**src/hdl/frontend_pkg.sv**
```systemverilog
////////////////////////////////////////////////////////////
// front end shared definitions
// alu and operand select encodings, rv32 instruction
// formats with a union over one word, and the packets
// that travel between fetch, decode and dispatch
////////////////////////////////////////////////////////////

package frontend_pkg;

	// datapath width and the hardwired zero register
	localparam int xlen = 32;
	localparam logic [4:0] zero_reg = 5'd0;

	// major opcodes, low seven bits of every instruction
	localparam logic [6:0] opc_lui = 7'b0110111;
	localparam logic [6:0] opc_auipc = 7'b0010111;
	localparam logic [6:0] opc_jal = 7'b1101111;
	localparam logic [6:0] opc_jalr = 7'b1100111;
	localparam logic [6:0] opc_branch = 7'b1100011;
	localparam logic [6:0] opc_load = 7'b0000011;
	localparam logic [6:0] opc_store = 7'b0100011;
	localparam logic [6:0] opc_op_imm = 7'b0010011;
	localparam logic [6:0] opc_op = 7'b0110011;
	localparam logic [6:0] opc_system = 7'b1110011;

	////////////////////////////////////////////////////////////
	// control encodings
	////////////////////////////////////////////////////////////

	typedef enum logic [3:0] {
		alu_add, alu_sub, alu_slt, alu_sltu,
		alu_and, alu_or, alu_xor,
		alu_sll, alu_srl, alu_sra,
		alu_mul, alu_mulh, alu_mulhsu, alu_mulhu
	} alu_func_t;

	typedef enum logic [1:0] {
		opa_rs1, opa_pc, opa_zero
	} opa_sel_t;

	typedef enum logic [2:0] {
		opb_rs2, opb_i_imm, opb_s_imm, opb_b_imm, opb_u_imm, opb_j_imm
	} opb_sel_t;

	////////////////////////////////////////////////////////////
	// instruction formats, msb first
	////////////////////////////////////////////////////////////

	typedef struct packed {
		logic [6:0] funct7;
		logic [4:0] rs2;
		logic [4:0] rs1;
		logic [2:0] funct3;
		logic [4:0] rd;
		logic [6:0] opcode;
	} r_fmt_t;

	typedef struct packed {
		logic [11:0] imm;
		logic [4:0] rs1;
		logic [2:0] funct3;
		logic [4:0] rd;
		logic [6:0] opcode;
	} i_fmt_t;

	// store immediate split around rs fields
	typedef struct packed {
		logic [6:0] imm_hi;
		logic [4:0] rs2;
		logic [4:0] rs1;
		logic [2:0] funct3;
		logic [4:0] imm_lo;
		logic [6:0] opcode;
	} s_fmt_t;

	typedef struct packed {
		logic imm_12;
		logic [5:0] imm_10_5;
		logic [4:0] rs2;
		logic [4:0] rs1;
		logic [2:0] funct3;
		logic [3:0] imm_4_1;
		logic imm_11;
		logic [6:0] opcode;
	} b_fmt_t;

	typedef struct packed {
		logic [19:0] imm;
		logic [4:0] rd;
		logic [6:0] opcode;
	} u_fmt_t;

	typedef struct packed {
		logic imm_20;
		logic [9:0] imm_10_1;
		logic imm_11;
		logic [7:0] imm_19_12;
		logic [4:0] rd;
		logic [6:0] opcode;
	} j_fmt_t;

	// one word, read through whichever view fits
	typedef union packed {
		logic [31:0] raw;
		r_fmt_t r;
		i_fmt_t i;
		s_fmt_t s;
		b_fmt_t b;
		u_fmt_t u;
		j_fmt_t j;
	} inst_t;

	////////////////////////////////////////////////////////////
	// stage packets
	////////////////////////////////////////////////////////////

	typedef struct packed {
		logic [xlen-1:0] pc;
		inst_t inst;
	} fetch_pkt_t;

	typedef struct packed {
		logic [xlen-1:0] pc;
		inst_t inst;
		opa_sel_t opa_sel;
		opb_sel_t opb_sel;
		alu_func_t alu_func;
		logic [4:0] dest_idx;
		logic [4:0] rs1_idx;
		logic rs1_used;
		logic [4:0] rs2_idx;
		logic rs2_used;
		logic rd_mem;
		logic wr_mem;
		logic cond_branch;
		logic uncond_branch;
		logic csr_op;
		logic halt;
		logic illegal;
	} decoded_pkt_t;

endpackage

```
**src/hdl/stage_if.sv**
```systemverilog
////////////////////////////////////////////////////////////
// stage handshake
// valid/ready link carrying one packet of any type
////////////////////////////////////////////////////////////

`timescale 1ns/10ps

interface stage_if #(
	parameter type pkt_t = logic
) ();

	// transfer on a rising edge with valid and ready high
	logic valid;
	logic ready;
	pkt_t pkt;

	// upstream side, holds valid and pkt until taken
	modport producer (output valid, output pkt, input ready);

	// downstream side
	modport consumer (input valid, input pkt, output ready);

endinterface

```
**src/hdl/fetch_stage.sv**
```systemverilog
////////////////////////////////////////////////////////////
// fetch stage
// program counter over a 64-bit instruction memory, picks
// the 32-bit half by pc bit 2, redirects on squash and
// parks after a halt until the next squash
////////////////////////////////////////////////////////////

`timescale 1ns/10ps

module fetch_stage import frontend_pkg::*; #(
	parameter logic [xlen-1:0] reset_pc = '0
) (
	input logic clock,
	input logic reset,
	input logic squash,
	input logic [xlen-1:0] squash_pc,
	input logic halt_accepted,
	output logic [xlen-1:0] imem_addr,
	input logic [63:0] imem_data,
	stage_if.producer out
);

	logic [xlen-1:0] pc;
	logic halted;
	logic fire;
	fetch_pkt_t fetch_pkt;

	// memory is doubleword addressed
	assign imem_addr = {pc[xlen-1:3], 3'b000};

	// imem answers in the same cycle, so valid is just not halted
	always_comb begin
		fetch_pkt.pc = pc;
		fetch_pkt.inst.raw = pc[2] ? imem_data[63:32] : imem_data[31:0];
	end

	assign out.valid = !halted;
	assign out.pkt = fetch_pkt;
	assign fire = out.valid && out.ready;

	// squash wins over both advance and halt
	always_ff @(posedge clock) begin
		if (reset) begin
			pc <= reset_pc;
			halted <= 1'b0;
		end else if (squash) begin
			pc <= squash_pc;
			halted <= 1'b0;
		end else begin
			if (fire)
				pc <= pc + xlen'(4);
			// wfi already in decode, stop offering words
			if (halt_accepted)
				halted <= 1'b1;
		end
	end

	// redirect targets come from the rob, keep them aligned
	a_pc_aligned: assert property (
		@(posedge clock) disable iff (reset)
		pc[1:0] == 2'b00
	) else $error("fetch pc not word aligned");

endmodule

```
**src/hdl/inst_decoder.sv**
```systemverilog
////////////////////////////////////////////////////////////
// instruction decoder
// combinational rv32i plus m-extension multiplies, maps
// one word onto operand selects, alu function and flags
////////////////////////////////////////////////////////////

`timescale 1ns/10ps

module inst_decoder import frontend_pkg::*; (
	input inst_t inst,
	output opa_sel_t opa_sel,
	output opb_sel_t opb_sel,
	output alu_func_t alu_func,
	output logic dest_used,
	output logic rd_mem,
	output logic wr_mem,
	output logic cond_branch,
	output logic uncond_branch,
	output logic csr_op,
	output logic halt,
	output logic illegal
);

	always_comb begin
		// defaults behave as a no-op
		opa_sel = opa_rs1;
		opb_sel = opb_rs2;
		alu_func = alu_add;
		rd_mem = 1'b0;
		wr_mem = 1'b0;
		cond_branch = 1'b0;
		uncond_branch = 1'b0;
		csr_op = 1'b0;
		halt = 1'b0;
		illegal = 1'b0;
		// patterns are funct7 | rs2 rs1 | funct3 | rd | opcode
		casez (inst.raw)
			{25'b?, opc_lui}: begin
				opa_sel = opa_zero;
				opb_sel = opb_u_imm;
			end
			{25'b?, opc_auipc}: begin
				opa_sel = opa_pc;
				opb_sel = opb_u_imm;
			end
			{25'b?, opc_jal}: begin
				opa_sel = opa_pc;
				opb_sel = opb_j_imm;
				uncond_branch = 1'b1;
			end
			{17'b?, 3'b000, 5'b?, opc_jalr}: begin
				opb_sel = opb_i_imm;
				uncond_branch = 1'b1;
			end
			// beq bne blt bge bltu bgeu
			{17'b?, 3'b000, 5'b?, opc_branch}, {17'b?, 3'b001, 5'b?, opc_branch},
			{17'b?, 3'b100, 5'b?, opc_branch}, {17'b?, 3'b101, 5'b?, opc_branch},
			{17'b?, 3'b110, 5'b?, opc_branch}, {17'b?, 3'b111, 5'b?, opc_branch}: begin
				opa_sel = opa_pc;
				opb_sel = opb_b_imm;
				cond_branch = 1'b1;
			end
			// lb lh lw lbu lhu
			{17'b?, 3'b000, 5'b?, opc_load}, {17'b?, 3'b001, 5'b?, opc_load},
			{17'b?, 3'b010, 5'b?, opc_load}, {17'b?, 3'b100, 5'b?, opc_load},
			{17'b?, 3'b101, 5'b?, opc_load}: begin
				opb_sel = opb_i_imm;
				rd_mem = 1'b1;
			end
			// sb sh sw
			{17'b?, 3'b000, 5'b?, opc_store}, {17'b?, 3'b001, 5'b?, opc_store},
			{17'b?, 3'b010, 5'b?, opc_store}: begin
				opb_sel = opb_s_imm;
				wr_mem = 1'b1;
			end
			// immediate alu group, function picked below
			{25'b?, opc_op_imm}: begin
				opb_sel = opb_i_imm;
				casez (inst.raw)
					{17'b?, 3'b000, 12'b?}: alu_func = alu_add;
					{17'b?, 3'b010, 12'b?}: alu_func = alu_slt;
					{17'b?, 3'b011, 12'b?}: alu_func = alu_sltu;
					{17'b?, 3'b111, 12'b?}: alu_func = alu_and;
					{17'b?, 3'b110, 12'b?}: alu_func = alu_or;
					{17'b?, 3'b100, 12'b?}: alu_func = alu_xor;
					{7'b0000000, 10'b?, 3'b001, 12'b?}: alu_func = alu_sll;
					{7'b0000000, 10'b?, 3'b101, 12'b?}: alu_func = alu_srl;
					{7'b0100000, 10'b?, 3'b101, 12'b?}: alu_func = alu_sra;
					default: begin
						// bad shift encoding, back to no-op selects
						opb_sel = opb_rs2;
						illegal = 1'b1;
					end
				endcase
			end
			// register alu group and multiplies
			{25'b?, opc_op}: begin
				casez (inst.raw)
					{7'b0000000, 10'b?, 3'b000, 12'b?}: alu_func = alu_add;
					{7'b0100000, 10'b?, 3'b000, 12'b?}: alu_func = alu_sub;
					{7'b0000000, 10'b?, 3'b010, 12'b?}: alu_func = alu_slt;
					{7'b0000000, 10'b?, 3'b011, 12'b?}: alu_func = alu_sltu;
					{7'b0000000, 10'b?, 3'b111, 12'b?}: alu_func = alu_and;
					{7'b0000000, 10'b?, 3'b110, 12'b?}: alu_func = alu_or;
					{7'b0000000, 10'b?, 3'b100, 12'b?}: alu_func = alu_xor;
					{7'b0000000, 10'b?, 3'b001, 12'b?}: alu_func = alu_sll;
					{7'b0000000, 10'b?, 3'b101, 12'b?}: alu_func = alu_srl;
					{7'b0100000, 10'b?, 3'b101, 12'b?}: alu_func = alu_sra;
					{7'b0000001, 10'b?, 3'b000, 12'b?}: alu_func = alu_mul;
					{7'b0000001, 10'b?, 3'b001, 12'b?}: alu_func = alu_mulh;
					{7'b0000001, 10'b?, 3'b010, 12'b?}: alu_func = alu_mulhsu;
					{7'b0000001, 10'b?, 3'b011, 12'b?}: alu_func = alu_mulhu;
					default: illegal = 1'b1;
				endcase
			end
			// csrrw csrrs csrrc
			{17'b?, 3'b001, 5'b?, opc_system}, {17'b?, 3'b010, 5'b?, opc_system},
			{17'b?, 3'b011, 5'b?, opc_system}: csr_op = 1'b1;
			// wfi, fixed encoding
			{12'h105, 5'd0, 3'b000, 5'd0, opc_system}: halt = 1'b1;
			default: illegal = 1'b1;
		endcase
		// everything else writes rd
		dest_used = !(illegal || cond_branch || wr_mem || csr_op || halt);
	end

endmodule

```
**src/hdl/decode_stage.sv**
```systemverilog
////////////////////////////////////////////////////////////
// decode stage
// one pipeline register behind the decoder, adds register
// indices with use flags and reports halt acceptance
////////////////////////////////////////////////////////////

`timescale 1ns/10ps

module decode_stage import frontend_pkg::*; (
	input logic clock,
	input logic reset,
	input logic squash,
	stage_if.consumer in,
	stage_if.producer out,
	output logic halt_accepted
);

	inst_t inst;
	logic [6:0] opcode;
	opa_sel_t opa_sel;
	opb_sel_t opb_sel;
	alu_func_t alu_func;
	logic dest_used;
	logic rd_mem;
	logic wr_mem;
	logic cond_branch;
	logic uncond_branch;
	logic csr_op;
	logic halt;
	logic illegal;
	logic rs1_used;
	logic rs2_used;
	logic take;
	logic valid_q;
	decoded_pkt_t pkt_d;
	decoded_pkt_t pkt_q;

	assign inst = in.pkt.inst;
	assign opcode = inst.u.opcode;

	inst_decoder decoder_i (
		.inst(inst),
		.opa_sel(opa_sel),
		.opb_sel(opb_sel),
		.alu_func(alu_func),
		.dest_used(dest_used),
		.rd_mem(rd_mem),
		.wr_mem(wr_mem),
		.cond_branch(cond_branch),
		.uncond_branch(uncond_branch),
		.csr_op(csr_op),
		.halt(halt),
		.illegal(illegal)
	);

	// source use by opcode class, nothing for illegal words
	assign rs1_used = !illegal && !(opcode inside {opc_lui, opc_auipc, opc_jal, opc_system});
	assign rs2_used = !illegal && (opcode inside {opc_op, opc_branch, opc_store});

	always_comb begin
		pkt_d.pc = in.pkt.pc;
		pkt_d.inst = inst;
		pkt_d.opa_sel = opa_sel;
		pkt_d.opb_sel = opb_sel;
		pkt_d.alu_func = alu_func;
		pkt_d.dest_idx = dest_used ? inst.r.rd : zero_reg;
		pkt_d.rs1_idx = rs1_used ? inst.r.rs1 : zero_reg;
		pkt_d.rs1_used = rs1_used;
		pkt_d.rs2_idx = rs2_used ? inst.r.rs2 : zero_reg;
		pkt_d.rs2_used = rs2_used;
		pkt_d.rd_mem = rd_mem;
		pkt_d.wr_mem = wr_mem;
		pkt_d.cond_branch = cond_branch;
		pkt_d.uncond_branch = uncond_branch;
		pkt_d.csr_op = csr_op;
		pkt_d.halt = halt;
		pkt_d.illegal = illegal;
	end

	// room when empty or draining this cycle
	assign in.ready = !valid_q || out.ready;
	assign take = in.valid && in.ready;
	// fetch parks on this, squash still has priority there
	assign halt_accepted = take && halt;

	assign out.valid = valid_q;
	assign out.pkt = pkt_q;

	always_ff @(posedge clock) begin
		if (reset || squash)
			valid_q <= 1'b0;
		else if (take)
			valid_q <= 1'b1;
		else if (out.ready)
			valid_q <= 1'b0;
	end

	always_ff @(posedge clock) begin
		if (take)
			pkt_q <= pkt_d;
	end

	// fetch must keep offering the same word while this register is full
	a_hold_stable: assert property (
		@(posedge clock) disable iff (reset)
		(in.valid && !in.ready && !squash) |=> (in.valid && $stable(in.pkt))
	) else $error("fetch packet changed while decode stalled");

endmodule

```
**src/hdl/dispatch_queue.sv**
```systemverilog
////////////////////////////////////////////////////////////
// dispatch queue
// circular FIFO of decoded packets toward the back end,
// emptied in one cycle on squash
////////////////////////////////////////////////////////////

`timescale 1ns/10ps

module dispatch_queue import frontend_pkg::*; #(
	parameter int queue_depth = 4
) (
	input logic clock,
	input logic reset,
	input logic squash,
	stage_if.consumer in,
	output logic dispatch_valid,
	input logic dispatch_ready,
	output decoded_pkt_t head
);

	localparam int ptr_w = $clog2(queue_depth);
	localparam logic [ptr_w:0] full_count = (ptr_w + 1)'(queue_depth);

	decoded_pkt_t mem [queue_depth];
	logic [ptr_w-1:0] wr_ptr;
	logic [ptr_w-1:0] rd_ptr;
	logic [ptr_w:0] count;
	logic push;
	logic pop;

	assign in.ready = count != full_count;
	assign dispatch_valid = count != '0;
	assign head = mem[rd_ptr];

	assign push = in.valid && in.ready;
	assign pop = dispatch_valid && dispatch_ready;

	// pointers wrap on their own, depth is a power of two
	always_ff @(posedge clock) begin
		if (reset || squash) begin
			wr_ptr <= '0;
			rd_ptr <= '0;
			count <= '0;
		end else begin
			if (push)
				wr_ptr <= wr_ptr + 1'b1;
			if (pop)
				rd_ptr <= rd_ptr + 1'b1;
			// simultaneous push and pop keeps count
			if (push && !pop)
				count <= count + 1'b1;
			else if (pop && !push)
				count <= count - 1'b1;
		end
	end

	always_ff @(posedge clock) begin
		if (push)
			mem[wr_ptr] <= in.pkt;
	end

	// occupancy stays within depth and in step with the pointers
	a_no_overflow: assert property (
		@(posedge clock) disable iff (reset)
		(count <= full_count) && (ptr_w'(wr_ptr - rd_ptr) == count[ptr_w-1:0])
	) else $error("dispatch queue overflow or underflow");

endmodule

```
**src/hdl/rv_front_end.sv**
```systemverilog
////////////////////////////////////////////////////////////
// rv32im front end top
// fetch, decode and dispatch queue in a chain, squash from
// the rob fans out to every stage, packet fields leave on
// plain ports
////////////////////////////////////////////////////////////

`timescale 1ns/10ps

module rv_front_end import frontend_pkg::*; #(
	parameter logic [xlen-1:0] reset_pc = '0,
	parameter int queue_depth = 4
) (
	input logic clock,
	input logic reset,
	output logic [xlen-1:0] imem_addr,
	input logic [63:0] imem_data,
	input logic squash,
	input logic [xlen-1:0] squash_pc,
	output logic dispatch_valid,
	input logic dispatch_ready,
	output logic [xlen-1:0] dispatch_pc,
	output logic [31:0] dispatch_inst,
	output opa_sel_t dispatch_opa_sel,
	output opb_sel_t dispatch_opb_sel,
	output alu_func_t dispatch_alu_func,
	output logic [4:0] dispatch_dest_idx,
	output logic [4:0] dispatch_rs1_idx,
	output logic dispatch_rs1_used,
	output logic [4:0] dispatch_rs2_idx,
	output logic dispatch_rs2_used,
	output logic dispatch_rd_mem,
	output logic dispatch_wr_mem,
	output logic dispatch_cond_branch,
	output logic dispatch_uncond_branch,
	output logic dispatch_csr_op,
	output logic dispatch_halt,
	output logic dispatch_illegal
);

	logic halt_accepted;
	decoded_pkt_t head;

	stage_if #(.pkt_t(fetch_pkt_t)) fetch_to_decode ();
	stage_if #(.pkt_t(decoded_pkt_t)) decode_to_queue ();

	fetch_stage #(.reset_pc(reset_pc)) fetch_i (
		.clock(clock),
		.reset(reset),
		.squash(squash),
		.squash_pc(squash_pc),
		.halt_accepted(halt_accepted),
		.imem_addr(imem_addr),
		.imem_data(imem_data),
		.out(fetch_to_decode.producer)
	);

	decode_stage decode_i (
		.clock(clock),
		.reset(reset),
		.squash(squash),
		.in(fetch_to_decode.consumer),
		.out(decode_to_queue.producer),
		.halt_accepted(halt_accepted)
	);

	dispatch_queue #(.queue_depth(queue_depth)) queue_i (
		.clock(clock),
		.reset(reset),
		.squash(squash),
		.in(decode_to_queue.consumer),
		.dispatch_valid(dispatch_valid),
		.dispatch_ready(dispatch_ready),
		.head(head)
	);

	// head entry split onto the back end ports
	assign dispatch_pc = head.pc;
	assign dispatch_inst = head.inst.raw;
	assign dispatch_opa_sel = head.opa_sel;
	assign dispatch_opb_sel = head.opb_sel;
	assign dispatch_alu_func = head.alu_func;
	assign dispatch_dest_idx = head.dest_idx;
	assign dispatch_rs1_idx = head.rs1_idx;
	assign dispatch_rs1_used = head.rs1_used;
	assign dispatch_rs2_idx = head.rs2_idx;
	assign dispatch_rs2_used = head.rs2_used;
	assign dispatch_rd_mem = head.rd_mem;
	assign dispatch_wr_mem = head.wr_mem;
	assign dispatch_cond_branch = head.cond_branch;
	assign dispatch_uncond_branch = head.uncond_branch;
	assign dispatch_csr_op = head.csr_op;
	assign dispatch_halt = head.halt;
	assign dispatch_illegal = head.illegal;

endmodule

```
**config.mk**
```make
export PLATFORM = sky130hd
export DESIGN_NAME = rv_front_end
export DESIGN_NICKNAME = d
export VERILOG_FILES = /design/src/hdl/frontend_pkg.sv /design/src/hdl/stage_if.sv /design/src/hdl/fetch_stage.sv /design/src/hdl/inst_decoder.sv /design/src/hdl/decode_stage.sv /design/src/hdl/dispatch_queue.sv /design/src/hdl/rv_front_end.sv
export SDC_FILE = /design/constraint.sdc
export NUM_CORES = 1
export LEC_CHECK = 0
export BUFFER_PORTS_ARGS = -buffer_cell sky130_fd_sc_hd__buf_2
export CAP_MARGIN = 25
export CORE_MARGIN = 2
export CORE_UTILIZATION = 45
export CTS_CLUSTER_SIZE = 16
export DETAILED_ROUTE_END_ITERATION = 10
export GPL_TIMING_DRIVEN = 0
export SLEW_MARGIN = 20
export SYNTH_ARGS = -nofsm -noshare
export SYNTH_HDL_FRONTEND = slang
export SYNTH_SLANG_ARGS = --single-unit
```
**constraint.sdc**
```tcl
create_clock -name clock -period 8.2 [get_ports clock]
set_input_delay 1.23 -clock clock [delete_from_list [all_inputs] [get_ports clock]]
set_output_delay 1.23 -clock clock [all_outputs]
set_load 0.02 [all_outputs]
```
======== Word-level counts from Yosys, hierarchy flattened ========
Memories as Yosys holds them, arrays and structs flattened. A register that Yosys moved wholly into a read port is not among the register bits.
Index checks and enable logic that the tools add are counted.
cells by class
  equality and inequality tests ........... 46
  bitwise logic cells ..................... 0
  $mul .................................... 0
  $lt $le $gt $ge ......................... 0
  shifts and indexed selects .............. 0
  div/mod/pow operators ................... 0
  add/subtract/negate cells ............... 5
  muxes and demuxes ....................... 26
  reduce and logical (&&, ||, !) cells .... 40
operators by type and width
  kind                     number
  $mux W32                 3
  $eq A10 B10 Y1 const B   6
  $eq A10 B9 Y1 const B    6
  $pmux W4 S13             1
  $eq A10 B3 Y1 const B    4
  $eq A10 B4 Y1 const B    4
  $eq A10 B8 Y1 const B    4
  $add A32 B3 Y32 const B  1
  $eq A32 B29 Y1 const B   1
  $pmux W4 S8              1
  $eq A10 B2 Y1 const B    3
  $reduce_or A22 Y1        1
  $eq A7 B6 Y1 const B     3
  $eq A7 B7 Y1 const B     3
  $eq A10 B7 Y1 const B    2
  $pmux W3 S6              1
  $eq A7 B5 Y1 const B     2
  $reduce_or A14 Y1        1
  $mux W1                  13
  $reduce_or A6 Y1         2
  $eq A10 B1 Y1 const B    1
  $eq A10 B6 Y1 const B    1
  $logic_not A10 Y1        1
  $eq A3 B3 Y1 const B     3
  22 further kinds         49
word-level totals
  memory bits (read-only) ................. 0
  latch bits .............................. 0
  logic and storage cells ................. 141
  output and inout port bits .............. 130
  memories ................................ 1
  register bits ........................... 138
  RAM bits ................................ 388
  input port bits ......................... 100
memory list
  memory       depth  bits a word  rd ports  clocked after memory_dff  wr ports  RTL line              source
  queue_i.mem  4      97           1         1                         1         dispatch_queue.sv:24  decoded_pkt_t mem [queue_depth];

======== Depth between registers and ports, before layout ========
Gate-level depths: netlist of run 1.
  word-level depth ........................ 9
  gate-level depth with buffers ........... 11

======== Modules after synthesis ========
Synthesis of run 1 repeated with hierarchy kept, for this count alone.
second synthesis, totals
  cell total of the unflattened synthesis .. 1105
  area total of the unflattened synthesis .. 20822.5 sq um
by module, submodules not included
  module          cells an instance  area an instance (sq um)  times used
  dispatch_queue  556                14448.9                   1
  decode_stage    127                3148.0                    1
  fetch_stage     309                2563.7                    1
  inst_decoder    113                661.9                     1

======== Worst setup path after synthesis of run 1 ========
OpenSTA, ideal clock, no wires.
  path kind ............................... flip-flop to flip-flop
  start ................................... register queue_i.count[0]
  end ..................................... register fetch_i.pc[5]
  setup slack ............................. 2.319 ns
  data arrival time ....................... 5.803 ns
  setup time .............................. 0.078 ns
  cell stages (with the launch flop) ...... 7
  path through ............................ dfxtp_1 > and4bb_2 > nor2_1 > nand4_1 > xnor2_1 > nor2_1 > nor3_1
on the way
  word-level cells in the longest chain between the ends .. 4
ends and longest elaborated chain
  item                          RTL line              source
  from (decl)                   dispatch_queue.sv:27  logic [ptr_w:0] count;
  from (signal assigned)        dispatch_queue.sv:51  count <= count + 1'b1;
  from (signal assigned)        dispatch_queue.sv:53  count <= count - 1'b1;
  $ne A3 B3 Y1                  dispatch_queue.sv:31  assign in.ready = count != full_count;
  $logic_or A1 B1 Y1            decode_stage.sv:81    assign in.ready = !valid_q || out.ready;
  $logic_and A1 B1 Y1           n/a
  named net decode_i.take       decode_stage.sv:33    logic take;
  $reduce_bool A2 Y1 (no line)  n/a
  to (signal assigned)          fetch_stage.sv:44     pc <= reset_pc;
  to (signal assigned)          fetch_stage.sv:47     pc <= squash_pc;
  to (signal assigned)          fetch_stage.sv:51     pc <= pc + xlen'(4);
  to (decl)                     fetch_stage.sv:23     logic [xlen-1:0] pc;
The timed path passes the listed nets, and every way through them passes these cells.
A chain may end at the register's enable or synchronous reset.

==> run summary, run 1 <==
Final Core Density: 0.540
# fillers: 3774
drt total wl: 47400 um
Placer Congestion: 0.884
Die ar.: 48300 um^2
Yosys reg bits: 528
CP endpoint kind: primary output
Post-Synth XOR/XNOR Area: 0.0142
HPWL Detailed: 32300 um
Worst Hold End: decode_i.out.pkt[66]
R2R cell count: 8
DRT iter0 DRCs: 724
commonest cells after routing, fill and taps aside: edfxtp_1, buf_2, mux4_2
Clk Latency, worst-skew pair: 590 ps
unrepaired setup endpoints after global routing: no
P&R area growth vs syn: 19.0%
Die W: 220 um
total power: 5.94 mW
Arr. time, crit path: 3140 ps
share of cells above drive strength 1: 0.350
setup violators final: 0
Reg clk slew, reported paths: 60 ps
Tcrit/Tclk final: 0.533
crit-path max cell delay: 640 ps
crit-path cells: clkbuf_1 > clkbuf_1 > clkbuf_1 > mux4_2 > buf_2
core area: 46300 um^2
initial antenna violation count: 7
status: finished clean
max-cap violation count: 0
Setup WS post-layout: 3830 ps
CP most frequent cell: clkbuf_1
multiplexer area fraction after synthesis: 0.129
worst vdd ir: 0.000169 V
register area share after synthesis: 0.736
Hold Fails Final Rpt: 0
WP data required: 6970 ps
Boundary Pins: 230
vias in the first global route: 11500
clock skew: 17.6 ps
Die Ht: 220 um
# rows: 79
WP buf/inv: 4
gr ovfl total: 0
Hold-fix buffers, CTS: 0
synth unique cells: 75
# nets final: 1531
Worst Setup Path Type: flop to primary output
htree depth: 2
hold wc startpoint: fetch_i.pc[1]
Port Buffers: 224
Initial Utilization: 0.453
GRT Total Usage: 0.198
HP Class: flop to flop
headroom to the max-slew limit: 0.395
first-pass iteration count of the detailed router: 5
Slowest-stage cell, CP: clkbuf_1
DR vias/cell: 5.40
post-synthesis compound-gate area fraction: 0.0269
Routed Antenna Nets: 0
fin cells: 2079
drt drc: 0
synth warn: 0
worst-margin pin slew: 907 ps
# Post-CTS Setup Buffers: 0
EDFF count, synth: 485
Main synth FF type: edfxtp_1
Slew Viols, Final: 0
first-pass GRT wire length: 70200 um
FF+latch area: 15400 um^2
Async SR Flop Fraction: 0
worst reg2reg setup slack: 5240 ps
Synth Area in Adders: 0.00454
largest family of logic cells by synthesized area: multiplexers
clk sink count: 528
largest net degree at the start of global routing: 45
RR Endpoint: decode_i.out.pkt[12]
leakage power: 8.71 nW
family with the most delay on the worst path: buffers and inverters
placed instance count: 1976
hold depth: 0
startpoint types: flop
drt wl/cell: 22.8 um
post-cts resize count: 0
commonest non-fill, non-tap cell in the layout: edfxtp_1
Setup TNS Final: 0 ps
Post-Synth Simple-Gate Area: 0.0639
synthesized cell area: 21000 um^2
max frequency: 229 MHz
Syn Area/Cell: 18.6 um^2
Multi-input gate area: 5030 um^2
Vias: 11200
pre-CTS setup slack: 4420 ps
cts bufs inserted: 52
R2R Path Start: fetch_i.pc[2]
fin crit period: 4370 ps
CTS Buffer Depth: 3
CP Max Fanout: 10
Pwr per Cell Area: 238 nW/um^2
Post-Syn Instances: 1130
clock tree from TritonCTS: yes
clk root buf: clkbuf_16
routing by layer:
layer  global-route usage  wire length, um  vias to the layer above
met5                    0               36                        -
met4               0.0801             1660                        6
met3               0.0422             2820                       84
met2                0.328            23400                      314
met1                0.255            19400                     5742
li1                     -                -                     5085
logic make-up after synthesis:
kind of cell	count (synthesis)
flops	528
xor+xnor	34
compound gates	80
other cells	1
fa+ha+maj	7
mux	146
buf+inv	97
simple gates	237
flip-flops by register name, indices dropped and copies added (netlist names), named ones only:
| name | flops |
|---|---|
| queue_i.wr_ptr | 2 |
| queue_i.mem | 388 |
| decode_i.out.valid | 1 |
| queue_i.rd_ptr | 2 |
| decode_i.out.pkt | 97 |
| fetch_i.halted | 1 |
| fetch_i.pc | 32 |
| queue_i.count | 3 |
worst reg2reg max path, delay by kind of cell, from the launching register on:
kind                   cells  cell delay (ps)
buffers and inverters      2              390
DFF                        1              380
and+or+nand+nor            2              250
muxes                      1              500
AOI/OAI and AO/OA          3             1150
how the worst max path moves through the flow:
stage | startpoint | end | slack (ps) | cells past startpoint
6_report | flop | dispatch_pc[13] | 3830 | 5
2_1_floorplan | queue_i.count[0] | fetch_i.pc[5] | 2320 | 6
3_3_place_gp | queue_i.count[0] | fetch_i.pc[6] | -1190 | 6
4_1_cts | flop | dispatch_pc[29] | 3730 | 5
5_1_grt | flop | dispatch_pc[2] | 3640 | 5
3_5_place_dp | flop | dispatch_pc[13] | 4420 | 5
stage by stage:
step | hold WS (ps) | cell area, um^2
3_5_place_dp | 439 | 23200
4_1_cts | 457 | 24900
5_1_grt | 471 | 25000
3_3_place_gp | 442 | 22900
6_report | 454 | 25000
2_1_floorplan | 408 | 21000
Yosys cell counts (3+ instances only):
library cell  instances  area (um^2)
mux4_2               97         2180
nor2_1               57          214
nor4b_1               7         61.3
nor3_2                6         60.1
mux2_2               26          293
clkbuf_1             21         78.8
mux2i_1              22          220
o21ai_0              10         50.1
xnor2_1              21          184
dfxtp_1              43          861
nand2b_1              4         25.0
o21a_1                5         37.5
and3_1                4         25.0
inv_1                18         67.6
xor2_1               13          114
or3b_1                3         26.3
o21ai_1               6         30.0
nor3b_1               8         60.1
buf_4                35          263
edfxtp_1            485        14600
nand3b_1              5         37.5
and2_1               10         62.6
ha_1                  6         75.1
o22ai_1               4         25.0
buf_1                 9         33.8
a21oi_1              19         95.1
nand4_1              19          119
nand2_1              35          131
nand3_1              19         95.1
buf_2                10         50.1
nor3_1               10         50.1
a22oi_1               3         22.5
o211ai_1              4         30.0
nor4_1               12         75.1
buf_6                 3         33.8
nor2b_1              20          125
power by group:
group	leakage, nW	total [mW]	switching, mW	internal [mW]
clock	0.847	2.44	0.982	1.46
sequential	4.99	3.09	0.0570	3.03
combinational	2.87	0.404	0.237	0.167
cell type report:
class	instances	area share
inverters	19	0.00286
diodes	5	0.000501
multi-input cells	507	0.202
clock buffers	69	0.0563
repair buffers	238	0.0577
well taps	607	0.0304
flip-flops and latches	528	0.618
clock inverters	28	0.0140
plain buffers	78	0.0184
Note: power is estimated with default switching activity, not from simulation.
==> run 2, diff against run 1 <==
--- a/config.mk
+++ b/config.mk
@@ -12,6 +12,7 @@
 export CTS_CLUSTER_SIZE = 16
 export DETAILED_ROUTE_END_ITERATION = 10
 export GPL_TIMING_DRIVEN = 0
+export PLACE_DENSITY = 0.66
 export SLEW_MARGIN = 20
 export SYNTH_ARGS = -nofsm -noshare
 export SYNTH_HDL_FRONTEND = slang
==> constraint.sdc (replaced) <==
create_clock -name clock -period 3.9 [get_ports clock]
set_input_delay 0.585 -clock clock [delete_from_list [all_inputs] [get_ports clock]]
set_output_delay 0.585 -clock clock [all_outputs]
set_load 0.02 [all_outputs]
==> run 2 against run 1 <==
Global-route usage shrank 0.14 points. Total power increased by 110%. Clock power increased by 100%. Core utilization fell by 0.10 points. Cell count about the same. Routed wire length is 0.24% higher. First-iteration DRC count grew 17%. Hold slack lost 230 ps. Die area did not move. Critical endpoint is now dispatch_pc[29].
==> run summary, run 2 (synthesis results as in run 1) <==
family with the most delay on the worst path: buffers and inverters
part of the power in registers: 0.529 (+0.008)
Pwr per Cell Area: 493 nW/um^2 (+110%)
P&R area growth vs syn: 18.8%
gr ovfl total: 0 (unchanged)
clock skew: 28.9 ps (+11.3 ps)
unrepaired setup endpoints after global routing: no
max reg flops: 388 (unchanged)
Tcrit/Tclk final: 0.946
crit-path cells: clkbuf_1 > buf_2 > buf_2 > mux4_2 > buf_2
crit-path max cell delay: 590 ps (-50 ps)
# nets final: 1531 (unchanged)
Hold Fails Final Rpt: 0 (unchanged)
htree depth: 2 (unchanged)
drt drc: 0 (unchanged)
DR vias/cell: 5.48 (+1.5%)
largest net degree at the start of global routing: 44 (-2.2%)
Routed Antenna Nets: 0 (unchanged)
status: finished clean
Die ar.: 48300 um^2 (unchanged)
headroom to the max-slew limit: 0.398 (+0.00233)
fin cells: 2081 (+0.096%)
GRT Total Usage: 0.197 (-0.00136)
clock network fraction of total power: 0.402 (-0.009)
share of cells above drive strength 1: 0.350 (+0.000443)
Sw Pwr: 2.71 mW (+110%)
switching share of total power: 0.221 (+0.00590)
core area: 46300 um^2 (unchanged)
Post-DP Area: 23200 um^2 (about the same)
Hold Slack: 224 ps (-230 ps)
Comb power frac: 0.069 (about the same)
# fillers: 3731 (-1.1%)
WP buf/inv: 4 (unchanged)
clk sink count: 528 (unchanged)
Slowest-stage cell, CP: mux4_2
initial antenna violation count: 10 (+3)
Boundary Pins: 230 (unchanged)
Die Ht: 220 um (unchanged)
Placer Congestion: 0.887 (+0.40%)
max frequency: 271 MHz
DRT iter0 DRCs: 850 (+17%)
Die W: 220 um (unchanged)
setup violators final: 0 (unchanged)
WP data required: 3310 ps (-3660 ps)
clock tree from TritonCTS: yes
commonest non-fill, non-tap cell in the layout: edfxtp_1
worst-margin pin slew: 904 ps (-3.50 ps)
placed instance count: 1976 (unchanged)
commonest cells after routing, fill and taps aside: edfxtp_1, buf_2, mux4_2
Biggest register: queue_i.mem
CP Max Fanout: 10 (unchanged)
pre-CTS setup slack: 510 ps (-3910 ps)
leakage power: 8.70 nW (-0.14%)
worst vdd ir: 0.000338 V (+99%)
# rows: 79 (unchanged)
cts bufs inserted: 53 (+1.9%)
max-cap violation count: 0 (unchanged)
Setup WS post-layout: 211 ps (-3620 ps)
CP endpoint kind: primary output
drt total wl: 47500 um (+0.24%)
vias in the first global route: 11400 (-0.84%)
HP Class: input port to flop
Worst Setup Path Type: flop to primary output
clk root buf: clkbuf_16
Reg clk slew, reported paths: 60 ps (about the same)
fin crit period: 3690 ps
CP most frequent cell: buf_2
Setup TNS Final: 0 ps (unchanged)
CTS Buffer Depth: 3 (unchanged)
HPWL Detailed: 32100 um (-0.64%)
Arr. time, crit path: 3100 ps (-40 ps)
first-pass iteration count of the detailed router: 5 (unchanged)
Final Instance Area: 24900 um^2 (-0.19%)
Initial Utilization: 0.453 (unchanged)
Clk Latency, worst-skew pair: 610 ps (+20 ps)
drt wl/cell: 22.8 um (+0.14%)
# Post-CTS Setup Buffers: 0 (unchanged)
internal power: 9.57 mW (+110%)
Vias: 11400 (+1.6%)
Port Buffers: 224 (unchanged)
Slew Viols, Final: 0 (unchanged)
startpoint types: flop
first-pass GRT wire length: 69400 um (-1.1%)
==> run 2: what timing repair did <==
action,4_1_cts,5_1_grt
hold buffers,0,0
endpoints found under the setup margin,30,0
resized for setup,1,0
==> run 2: per-stage QoR <==
| stage | power, mW | util |
|---|---|---|
| 6_report | 12.3 | 0.538 |
| 5_1_grt | 12.7 | 0.538 |
| 4_1_cts | 12.4 | 0.538 |
| 3_5_place_dp | 7.48 | 0.501 |
| 3_3_place_gp | 7.46 | 0.494 |
| 2_1_floorplan | 7.12 | - |
==> run 2: power groups by stage <==
stage          Clock (mW)  Sequential [mW]  Combinational, mW
2_1_floorplan           0             6.58              0.536
3_3_place_gp            0             6.62              0.838
3_5_place_dp            0             6.62              0.853
4_1_cts              5.04             6.50              0.858
5_1_grt              5.25             6.52              0.913
6_report             4.93             6.50              0.846
==> run 2: layer usage <==
layer	wire length, um	track usage	up-vias
met1	19100	0.250	5842
met3	3170	0.0484	86
li1	-	-	5097
met4	1400	0.0700	8
met5	46	0	-
met2	23700	0.329	374
==> run 2: worst min-delay path: cells and delay by family <==
kind	cells	cell delay (ps)
buffers and inverters	1	80
AND/OR/NAND/NOR	1	70
multiplexers	1	50
==> run 2: final timing paths <==
path | start | end | slack (ps) | cells after the start
worst min register to register | fetch_i.pc[0] | decode_i.out.pkt[65] | 460 | 0
worst min-delay path | squash_pc[23] | fetch_i.pc[23] | 220 | 3
worst max-delay path | flop | dispatch_pc[29] | 210 | 5
worst max register to register | fetch_i.pc[2] | decode_i.out.pkt[7] | 860 | 8
==> run 2: final cells by class <==
type	instances	area, um^2	area share
inverters	19	71.3	0.00286
well taps	607	759	0.0305
flip-flops and latches	528	15400	0.619
clock buffers	66	1410	0.0565
diodes	6	15.0	0.000603
clock inverters	33	297	0.0119
multi-input cells	507	5030	0.202
repair buffers	237	1440	0.0579
plain buffers	78	460	0.0185
